--- src/frame_pkg.sv ---
package frame_pkg;

  // Stream and memory geometry.
  localparam int data_width      = 8;
  localparam int fifo_addr_width = 6;
  localparam int fifo_depth      = 2 ** fifo_addr_width;

  localparam int len_width     = 16;
  localparam int cnt_width     = 16;
  localparam int wb_adr_width  = 3;
  localparam int wb_data_width = 16;

  // Word addresses of the register block.
  localparam logic [wb_adr_width-1:0] reg_ctrl    = 3'd0;
  localparam logic [wb_adr_width-1:0] reg_max_len = 3'd1;
  localparam logic [wb_adr_width-1:0] reg_min_len = 3'd2;
  localparam logic [wb_adr_width-1:0] reg_cnt_ok  = 3'd3;
  localparam logic [wb_adr_width-1:0] reg_cnt_bad = 3'd4;
  localparam logic [wb_adr_width-1:0] reg_cnt_ovf = 3'd5;

  localparam int ctrl_enable_bit = 0;
  localparam int ctrl_drop_bit   = 1;

  localparam logic [len_width-1:0] def_max_len = 16'd1518; // Ethernet maximum.
  localparam logic [len_width-1:0] def_min_len = 16'd1;

endpackage

--- src/frame_fifo.sv ---
`timescale 1ns/1ps

module frame_fifo
  import frame_pkg::*;
(
  input  logic                  clk,
  input  logic                  rst,
  input  logic [data_width-1:0] chk_data,
  input  logic                  chk_valid,
  input  logic                  chk_last,
  input  logic                  chk_bad,
  input  logic                  drop_when_full,
  input  logic                  out_ready,
  output logic                  in_ready,
  output logic [data_width-1:0] out_data,
  output logic                  out_valid,
  output logic                  out_last,
  output logic                  ev_ok,
  output logic                  ev_bad,
  output logic                  ev_ovf
);

  logic [fifo_addr_width:0] wr_ptr;     // End of committed frames.
  logic [fifo_addr_width:0] wr_cur;     // Cursor of the frame being written.
  logic [fifo_addr_width:0] rd_ptr;
  logic [fifo_addr_width:0] wr_ptr_rd;  // Committed end seen by the read side.

  logic [data_width:0] mem [fifo_depth];

  logic drop;
  logic xfer;
  logic mem_full;
  logic stored_empty;
  logic swallow;
  logic wr_en;
  logic rd_empty;
  logic rd_en;

  assign xfer = chk_valid && in_ready;

  // Cursor has lapped the read pointer.
  assign mem_full = (wr_cur[fifo_addr_width] != rd_ptr[fifo_addr_width]) &&
                    (wr_cur[fifo_addr_width-1:0] == rd_ptr[fifo_addr_width-1:0]);

  assign stored_empty = wr_ptr == rd_ptr;

  // Full with nothing committed means the frame can never fit, so keep taking
  // beats and drop it instead of stalling forever.
  assign in_ready = drop_when_full || drop || !mem_full || stored_empty;

  assign swallow = drop || mem_full;
  assign wr_en   = xfer && !swallow;

  always_ff @(posedge clk) begin
    if (wr_en) begin
      mem[wr_cur[fifo_addr_width-1:0]] <= {chk_last, chk_data};
    end
  end

  always_ff @(posedge clk) begin
    if (rst) begin
      wr_ptr <= '0;
      wr_cur <= '0;
      drop   <= 1'b0;
      ev_ok  <= 1'b0;
      ev_bad <= 1'b0;
      ev_ovf <= 1'b0;
    end else begin
      ev_ok  <= 1'b0;
      ev_bad <= 1'b0;
      ev_ovf <= 1'b0;
      if (xfer) begin
        if (swallow) begin
          drop <= !chk_last;
          if (chk_last) begin
            wr_cur <= wr_ptr;  // Rewind over the partial frame.
            ev_ovf <= 1'b1;
          end
        end else if (chk_last && chk_bad) begin
          wr_cur <= wr_ptr;
          ev_bad <= 1'b1;
        end else begin
          wr_cur <= wr_cur + 1'b1;
          if (chk_last) begin
            wr_ptr <= wr_cur + 1'b1;  // Commit.
            ev_ok  <= 1'b1;
          end
        end
      end
    end
  end

  assign rd_empty = wr_ptr_rd == rd_ptr;
  assign rd_en    = (out_ready || !out_valid) && !rd_empty;

  always_ff @(posedge clk) begin
    if (rst) begin
      wr_ptr_rd <= '0;
      rd_ptr    <= '0;
      out_valid <= 1'b0;
    end else begin
      wr_ptr_rd <= wr_ptr;
      if (rd_en) begin
        rd_ptr <= rd_ptr + 1'b1;
      end
      if (out_ready || !out_valid) begin
        out_valid <= !rd_empty;
      end
    end
  end

  // Output register refills in the same cycle a beat leaves.
  always_ff @(posedge clk) begin
    if (rd_en) begin
      {out_last, out_data} <= mem[rd_ptr[fifo_addr_width-1:0]];
    end
  end

endmodule

--- src/frame_filter_top.sv ---
`timescale 1ns/1ps

module frame_filter_top
  import frame_pkg::*;
(
  input  logic                     clk,
  input  logic                     rst,
  input  logic [data_width-1:0]    in_data,
  input  logic                     in_valid,
  output logic                     in_ready,
  input  logic                     in_last,
  input  logic                     in_user,
  output logic [data_width-1:0]    out_data,
  output logic                     out_valid,
  input  logic                     out_ready,
  output logic                     out_last,
  input  logic                     wb_cyc,
  input  logic                     wb_stb,
  input  logic                     wb_we,
  input  logic [wb_adr_width-1:0]  wb_adr,
  input  logic [wb_data_width-1:0] wb_wdata,
  output logic [wb_data_width-1:0] wb_rdata,
  output logic                     wb_ack
);

  logic [data_width-1:0] chk_data;
  logic                  chk_valid;
  logic                  chk_last;
  logic                  chk_bad;
  logic                  enable;
  logic                  drop_when_full;
  logic [len_width-1:0]  max_len;
  logic [len_width-1:0]  min_len;
  logic                  ev_ok;
  logic                  ev_bad;
  logic                  ev_ovf;

  frame_len_check u_len_check (
    .clk       (clk),
    .rst       (rst),
    .in_data   (in_data),
    .in_valid  (in_valid),
    .in_ready  (in_ready),
    .in_last   (in_last),
    .in_user   (in_user),
    .enable    (enable),
    .max_len   (max_len),
    .min_len   (min_len),
    .chk_data  (chk_data),
    .chk_valid (chk_valid),
    .chk_last  (chk_last),
    .chk_bad   (chk_bad)
  );

  frame_fifo u_fifo (
    .clk            (clk),
    .rst            (rst),
    .chk_data       (chk_data),
    .chk_valid      (chk_valid),
    .chk_last       (chk_last),
    .chk_bad        (chk_bad),
    .drop_when_full (drop_when_full),
    .out_ready      (out_ready),
    .in_ready       (in_ready),
    .out_data       (out_data),
    .out_valid      (out_valid),
    .out_last       (out_last),
    .ev_ok          (ev_ok),
    .ev_bad         (ev_bad),
    .ev_ovf         (ev_ovf)
  );

  frame_regs u_regs (
    .clk            (clk),
    .rst            (rst),
    .wb_cyc         (wb_cyc),
    .wb_stb         (wb_stb),
    .wb_we          (wb_we),
    .wb_adr         (wb_adr),
    .wb_wdata       (wb_wdata),
    .ev_ok          (ev_ok),
    .ev_bad         (ev_bad),
    .ev_ovf         (ev_ovf),
    .wb_rdata       (wb_rdata),
    .wb_ack         (wb_ack),
    .enable         (enable),
    .drop_when_full (drop_when_full),
    .max_len        (max_len),
    .min_len        (min_len)
  );

endmodule

--- src/frame_len_check.sv ---
`timescale 1ns/1ps

module frame_len_check
  import frame_pkg::*;
(
  input  logic                  clk,
  input  logic                  rst,
  input  logic [data_width-1:0] in_data,
  input  logic                  in_valid,
  input  logic                  in_ready,
  input  logic                  in_last,
  input  logic                  in_user,
  input  logic                  enable,
  input  logic [len_width-1:0]  max_len,
  input  logic [len_width-1:0]  min_len,
  output logic [data_width-1:0] chk_data,
  output logic                  chk_valid,
  output logic                  chk_last,
  output logic                  chk_bad
);

  logic                 xfer;
  logic [len_width-1:0] beat_cnt;  // Beats already taken in this frame.
  logic [len_width-1:0] cur_len;
  logic                 in_frame;
  logic                 en_held;
  logic                 user_held;
  logic                 frame_en;
  logic                 frame_user;

  assign xfer     = in_valid && in_ready;
  assign in_frame = beat_cnt != '0;

  // Length including the current beat, saturating.
  assign cur_len = (&beat_cnt) ? beat_cnt : beat_cnt + 1'b1;

  assign frame_en   = in_frame ? en_held : enable;  // Sampled on the first beat.
  assign frame_user = user_held || in_user;

  assign chk_data  = in_data;
  assign chk_valid = in_valid;
  assign chk_last  = in_last;

  assign chk_bad = in_last && ((cur_len < min_len) || (cur_len > max_len) ||
                               frame_user || !frame_en);

  always_ff @(posedge clk) begin
    if (rst) begin
      beat_cnt  <= '0;
      en_held   <= 1'b0;
      user_held <= 1'b0;
    end else if (xfer) begin
      if (in_last) begin
        beat_cnt  <= '0;
        user_held <= 1'b0;
      end else begin
        beat_cnt  <= cur_len;
        en_held   <= frame_en;
        user_held <= frame_user;  // Error flag sticks for the frame.
      end
    end
  end

endmodule

--- src/frame_regs.sv ---
`timescale 1ns/1ps

module frame_regs
  import frame_pkg::*;
(
  input  logic                     clk,
  input  logic                     rst,
  input  logic                     wb_cyc,
  input  logic                     wb_stb,
  input  logic                     wb_we,
  input  logic [wb_adr_width-1:0]  wb_adr,
  input  logic [wb_data_width-1:0] wb_wdata,
  input  logic                     ev_ok,
  input  logic                     ev_bad,
  input  logic                     ev_ovf,
  output logic [wb_data_width-1:0] wb_rdata,
  output logic                     wb_ack,
  output logic                     enable,
  output logic                     drop_when_full,
  output logic [len_width-1:0]     max_len,
  output logic [len_width-1:0]     min_len
);

  logic                     req;
  logic                     wr;
  logic [cnt_width-1:0]     cnt_ok;
  logic [cnt_width-1:0]     cnt_bad;
  logic [cnt_width-1:0]     cnt_ovf;
  logic [wb_data_width-1:0] ctrl_word;

  function automatic logic [cnt_width-1:0] cnt_step(
    input logic [cnt_width-1:0] cnt,
    input logic                 ev,
    input logic                 clr
  );
    logic [cnt_width-1:0] nxt;
    nxt = cnt;
    if (clr) begin
      nxt = '0;
    end else if (ev && !(&cnt)) begin
      nxt = cnt + 1'b1;  // Saturates at all ones.
    end
    return nxt;
  endfunction

  assign req = wb_cyc && wb_stb && !wb_ack;
  assign wr  = req && wb_we;

  always_ff @(posedge clk) begin
    if (rst) begin
      wb_ack <= 1'b0;
    end else begin
      wb_ack <= req;  // Single-cycle ack, then at least one low.
    end
  end

  always_ff @(posedge clk) begin
    if (rst) begin
      enable         <= 1'b0;
      drop_when_full <= 1'b0;
      max_len        <= def_max_len;
      min_len        <= def_min_len;
    end else if (wr) begin
      case (wb_adr)
        reg_ctrl: begin
          enable         <= wb_wdata[ctrl_enable_bit];
          drop_when_full <= wb_wdata[ctrl_drop_bit];
        end
        reg_max_len: max_len <= wb_wdata[len_width-1:0];
        reg_min_len: min_len <= wb_wdata[len_width-1:0];
        default: ;
      endcase
    end
  end

  always_ff @(posedge clk) begin
    if (rst) begin
      cnt_ok  <= '0;
      cnt_bad <= '0;
      cnt_ovf <= '0;
    end else begin
      cnt_ok  <= cnt_step(cnt_ok, ev_ok, wr && (wb_adr == reg_cnt_ok));
      cnt_bad <= cnt_step(cnt_bad, ev_bad, wr && (wb_adr == reg_cnt_bad));
      cnt_ovf <= cnt_step(cnt_ovf, ev_ovf, wr && (wb_adr == reg_cnt_ovf));
    end
  end

  always_comb begin
    ctrl_word                  = '0;
    ctrl_word[ctrl_enable_bit] = enable;
    ctrl_word[ctrl_drop_bit]   = drop_when_full;
  end

  // Read mux shows the live register value during the ack cycle.
  always_comb begin
    case (wb_adr)
      reg_ctrl:    wb_rdata = ctrl_word;
      reg_max_len: wb_rdata = wb_data_width'(max_len);
      reg_min_len: wb_rdata = wb_data_width'(min_len);
      reg_cnt_ok:  wb_rdata = wb_data_width'(cnt_ok);
      reg_cnt_bad: wb_rdata = wb_data_width'(cnt_bad);
      reg_cnt_ovf: wb_rdata = wb_data_width'(cnt_ovf);
      default:     wb_rdata = '0;
    endcase
  end

endmodule

--- config.mk ---
export PLATFORM = sky130hd
export DESIGN_NAME = frame_filter_top
export DESIGN_NICKNAME = d
export VERILOG_FILES = /design/src/frame_pkg.sv /design/src/frame_fifo.sv /design/src/frame_filter_top.sv /design/src/frame_len_check.sv /design/src/frame_regs.sv
export SDC_FILE = /design/constraint.sdc
export NUM_CORES = 1
export LEC_CHECK = 0
export ABC_AREA = 0
export BUFFER_PORTS_ARGS = -buffer_cell sky130_fd_sc_hd__buf_2
export CORE_ASPECT_RATIO = 0.5
export CORE_MARGIN = 2
export CORE_UTILIZATION = 56
export CTS_BUF_LIST = sky130_fd_sc_hd__clkbuf_16
export DETAILED_ROUTE_END_ITERATION = 6
export PLACE_DENSITY = 0.75
export SLEW_MARGIN = 40
export SYNTH_ARGS = -nofsm -noshare
export SYNTH_HDL_FRONTEND = slang
export SYNTH_SLANG_ARGS = --single-unit
--- constraint.sdc ---
create_clock -name clk -period 3.9 [get_ports clk]
set_input_delay 0.195 -clock clk [delete_from_list [all_inputs] [get_ports clk]]
set_output_delay 0.195 -clock clk [all_outputs]
set_load 0.03 [all_outputs]
==> metrics.cfg <==
[synth]
synth_area_leaders = edfxtp_1, mux4_2, dfxtp_1
synth-seq-area-share = 0.6742
async_reset_ff_frac = 0
synth_top_cell_by_area = edfxtp_1
synth-adder-area-share = 0.01541
yosysMostFrequentCell = edfxtp_1
synth_area_um2 = 30040
yosysUniqueCellTypes = 61
synth_top_family_by_area = multiplexers
syn_inst = 1873
synthMuxAreaShare = 0.1533
synth_commonest_cells = edfxtp_1, mux4_2, nor2_1
syn_nets = 1946
synth_warnings = 0
ys_ff_latch = 719
synth_edf_count = 585
synth_top_area_share = 0.5849
synth_simple_gate_area_frac = 0.07273
synth_compound_area_frac = 0.04224
syn_area_per_cell_um2 = 16.04
synthFlopType = edfxtp_1
synth_xor_area_frac = 0.02275

[pwr]
p_int_w = 0.01186
p_seq_frac = 0.548
swShare = 0.2216
clkPwrFrac = 0.387
p_sw_w = 0.003375
ir_worst_vdd_v = 0.0004383
pwr-share-comb = 0.065
p_per_area_nw_per_um2 = 447.4
p_leak_nw = 11.11

[route]
routed_wl_mm = 72.87
post_drt_wl_per_cell_um = 26.22
drt-initial-drc-count = 1968
via_per_inst = 6.335
antenna_left = 0
num_vias = 17610
drcViolationCount = 0
dr.pass1.iters = 6

[sta]
finClkSkew_ps = 52.79
setup_viol = 0
fin_ws_ps = 189.1
slew_headroom = 0.4723
hold_ws_ps = 36.97
hold_violations = 0
finalCritPeriodShare = 0.9515
maxSlewViolCount = 0
fin_crit_ps = 3711
max_freq_mhz = 269.5
tightest_slew_ps = 789.4

[setup_path]
worstSetupPathType = flip-flop to flip-flop
path_cells = ha_1 -> nand3_1 -> or2_2 -> nor3_2 -> nand3_1 -> xnor2_2 -> ha_1 -> nand4_1 -> nor4_4 -> nand2_2 -> o2bb2ai_4 -> o211ai_4 -> nor4_4 -> buf_6 -> mux2_2
worstPathArrival_ps = 4190
r2r-start = u_len_check.beat_cnt[0]$_SDFFE_PP0P_
crit_path_max_incr_delay_ps = 380
worst_r2r_path_depth = 15
rr_endpoint = u_fifo.wr_ptr[5]$_SDFFE_PP0P_
startpoint_type = flip-flop
required_ps = 4380
worst_path_max_delay_cell = nor4_4
rrSetupSlack_ps = 190
worstPathMaxFanout = 7
cp-end-kind = flip-flop

[global_routing]
antenna_found_initial = 1
grt_pass1_vias = 17380
grt_use_met3 = 0.04343
grt_max_degree = 77
gr-total-overflow = 0
grt_busiest_layer = met2
met2_usage = 0.4346
grt_first_pass_wirelength_mm = 109.6
use_met1 = 0.3749
grtUsageTotal = 0.2639

[min_path]
hold_end = u_fifo.mem[41][2]$_DFFE_PP_
hp-start = in_data[2]
hp-class = primary input to flip-flop
hold_depth = 1

[finish]
syn_to_final_growth_pct = 13.36
finalInstanceArea_um2 = 34050
instances_no_fill = 2779
final_util = 0.6487
fillers = 3502
drive_gt1_frac = 0.2401
num-nets-final = 2105
diodes = 0

[placed_design]
gp_congestion = 0.8621
preCtsSetupSlack_ps = -86.22
dp.cells = 2648
placedInstanceArea_um2 = 31820
portBuffers = 63
hpwl_mm = 44.33

[clocking]
clock-root-buffer = clkbuf_16
cts_tree = done
htreeDepth = 2
clk_pin_slew_ps = 70
cts_buffer_depth = 3
cts_buffers = 60
insertion_delay_ps = 640
cts_sinks = 719

[floorplanning]
design.portCount = 64
core.rowCount = 59
die_w_um = 331.5
die_y_um = 167.8
core-area_um2 = 52490
die_area_um2 = 55620
floorplan.initialDensity = 0.5722

[run_status]
status = complete, no violations

[run]
max_cap_viol_count = 0

-- worst max-delay path by stage --
stage | from | to | slack (ps)
detailed placement | u_len_check.beat_cnt[0]$_SDFFE_PP0P_ | u_fifo.wr_ptr[2]$_SDFFE_PP0P_ | -90
finish | u_len_check.beat_cnt[0]$_SDFFE_PP0P_ | u_fifo.wr_ptr[5]$_SDFFE_PP0P_ | 190
global route | u_len_check.beat_cnt[0]$_SDFFE_PP0P_ | u_fifo.wr_ptr[5]$_SDFFE_PP0P_ | -50
CTS | u_len_check.beat_cnt[0]$_SDFFE_PP0P_ | u_fifo.wr_ptr[5]$_SDFFE_PP0P_ | 30
floorplan | u_len_check.beat_cnt[0]$_SDFFE_PP0P_ | u_fifo.wr_ptr[0]$_SDFFE_PP0P_ | 7
global placement | u_len_check.beat_cnt[0]$_SDFFE_PP0P_ | u_fifo.wr_ptr[0]$_SDFFE_PP0P_ | -70
-- through the flow --
step                      TNS [ps]  power, W
after CTS                        0   0.01532
after detailed placement    -500.5  0.009485
final                            0   0.01523
after global placement      -346.6  0.009467
after global routing        -133.3   0.01564
after floorplan                  0  0.009101
-- power groups by stage --
stage | Combinational, W | Clock, W | Sequential (W)
after floorplan | 0.000590 | 0 | 0.00851
after global placement | 0.000955 | 0 | 0.00851
after detailed placement | 0.000973 | 0 | 0.00851
after CTS | 0.000998 | 0.00598 | 0.00834
after global routing | 0.00105 | 0.00624 | 0.00834
final | 0.000991 | 0.00590 | 0.00834
-- kinds of logic (layout without fill, tap and decap cells) --
kind of cell	after synthesis	after routing
buf+inv	153	358
compound gates	197	197
simple gates	466	466
fa+ha+maj	37	37
flops	719	719
xor+xnor	78	78
mux	223	223
-- cell usage in the layout, fill, tap and decap left out, types with 14 or more instances in the layout --
| cell | Yosys | layout |
|---|---|---|
| nand4_1 | 19 | 19 |
| mux4_2 | 189 | 189 |
| xor2_1 | 44 | 42 |
| nor2_1 | 178 | 177 |
| o21ai_0 | 25 | 22 |
| clkbuf_16 | 0 | 61 |
| nor3_1 | 24 | 21 |
| or3_1 | 14 | 14 |
| dlygate4sd3_1 | 0 | 21 |
| inv_1 | 46 | 58 |
| a21oi_1 | 87 | 87 |
| buf_4 | 1 | 118 |
| edfxtp_1 | 585 | 585 |
| nand2_1 | 112 | 111 |
| xnor2_1 | 34 | 32 |
| dfxtp_1 | 134 | 128 |
| ha_1 | 37 | 37 |
| nand3_1 | 42 | 42 |
| buf_2 | 4 | 58 |
| a221oi_1 | 15 | 14 |
| mux2i_1 | 29 | 29 |
-- layer usage --
| metal | vias up | routed length [um] |
|---|---|---|
| met5 | - | 12 |
| met4 | 2 | 1607 |
| met3 | 125 | 6593 |
| met2 | 937 | 35430 |
| met1 | 8935 | 29220 |
| li1 | 7607 | - |
-- state kept, by name, indices dropped and copies added, names as in the netlist, 7 cells and up --
signal and count:
u_fifo.out_data 8, u_fifo.wr_ptr_rd 7, u_fifo.mem 576, u_regs.cnt_ok 16, u_regs.cnt_ovf 16, u_fifo.rd_ptr 7
u_len_check.beat_cnt 16, u_fifo.wr_ptr 7, u_regs.cnt_bad 16, u_regs.min_len 16, u_fifo.wr_cur 7, u_regs.max_len 16
-- timing repair --
item,CTS,global route
hold buffers,21,0
setup endpoints to repair,6,13
setup buffers,0,2
hold endpoints to repair,39,0
resized for setup,2,18
pin swaps,0,9
-- layout make-up --
class,instances,area (um^2),share of cell area
Clock inverter,47,384.1,0.01128
Multi-Input combinational cell,1001,9323,0.2738
Tap cell,701,877.1,0.02576
Sequential cell,719,20260,0.5951
Clock buffer,61,1526,0.04483
Timing Repair Buffer,203,1498,0.04399
Inverter,47,176.4,0.005182
-- worst max-delay path: cells and delay by family (launching register included) --
family	cells	cell delay, ps
XOR/XNOR	1	190
adder cells (fa/ha/maj)	2	480
AND/OR/NAND/NOR	8	1740
multiplexers	1	330
flip-flops	1	350
buffers and inverters	1	180
AO/OA/AOI/OAI	2	310
(Power assumes the default switching activity.)
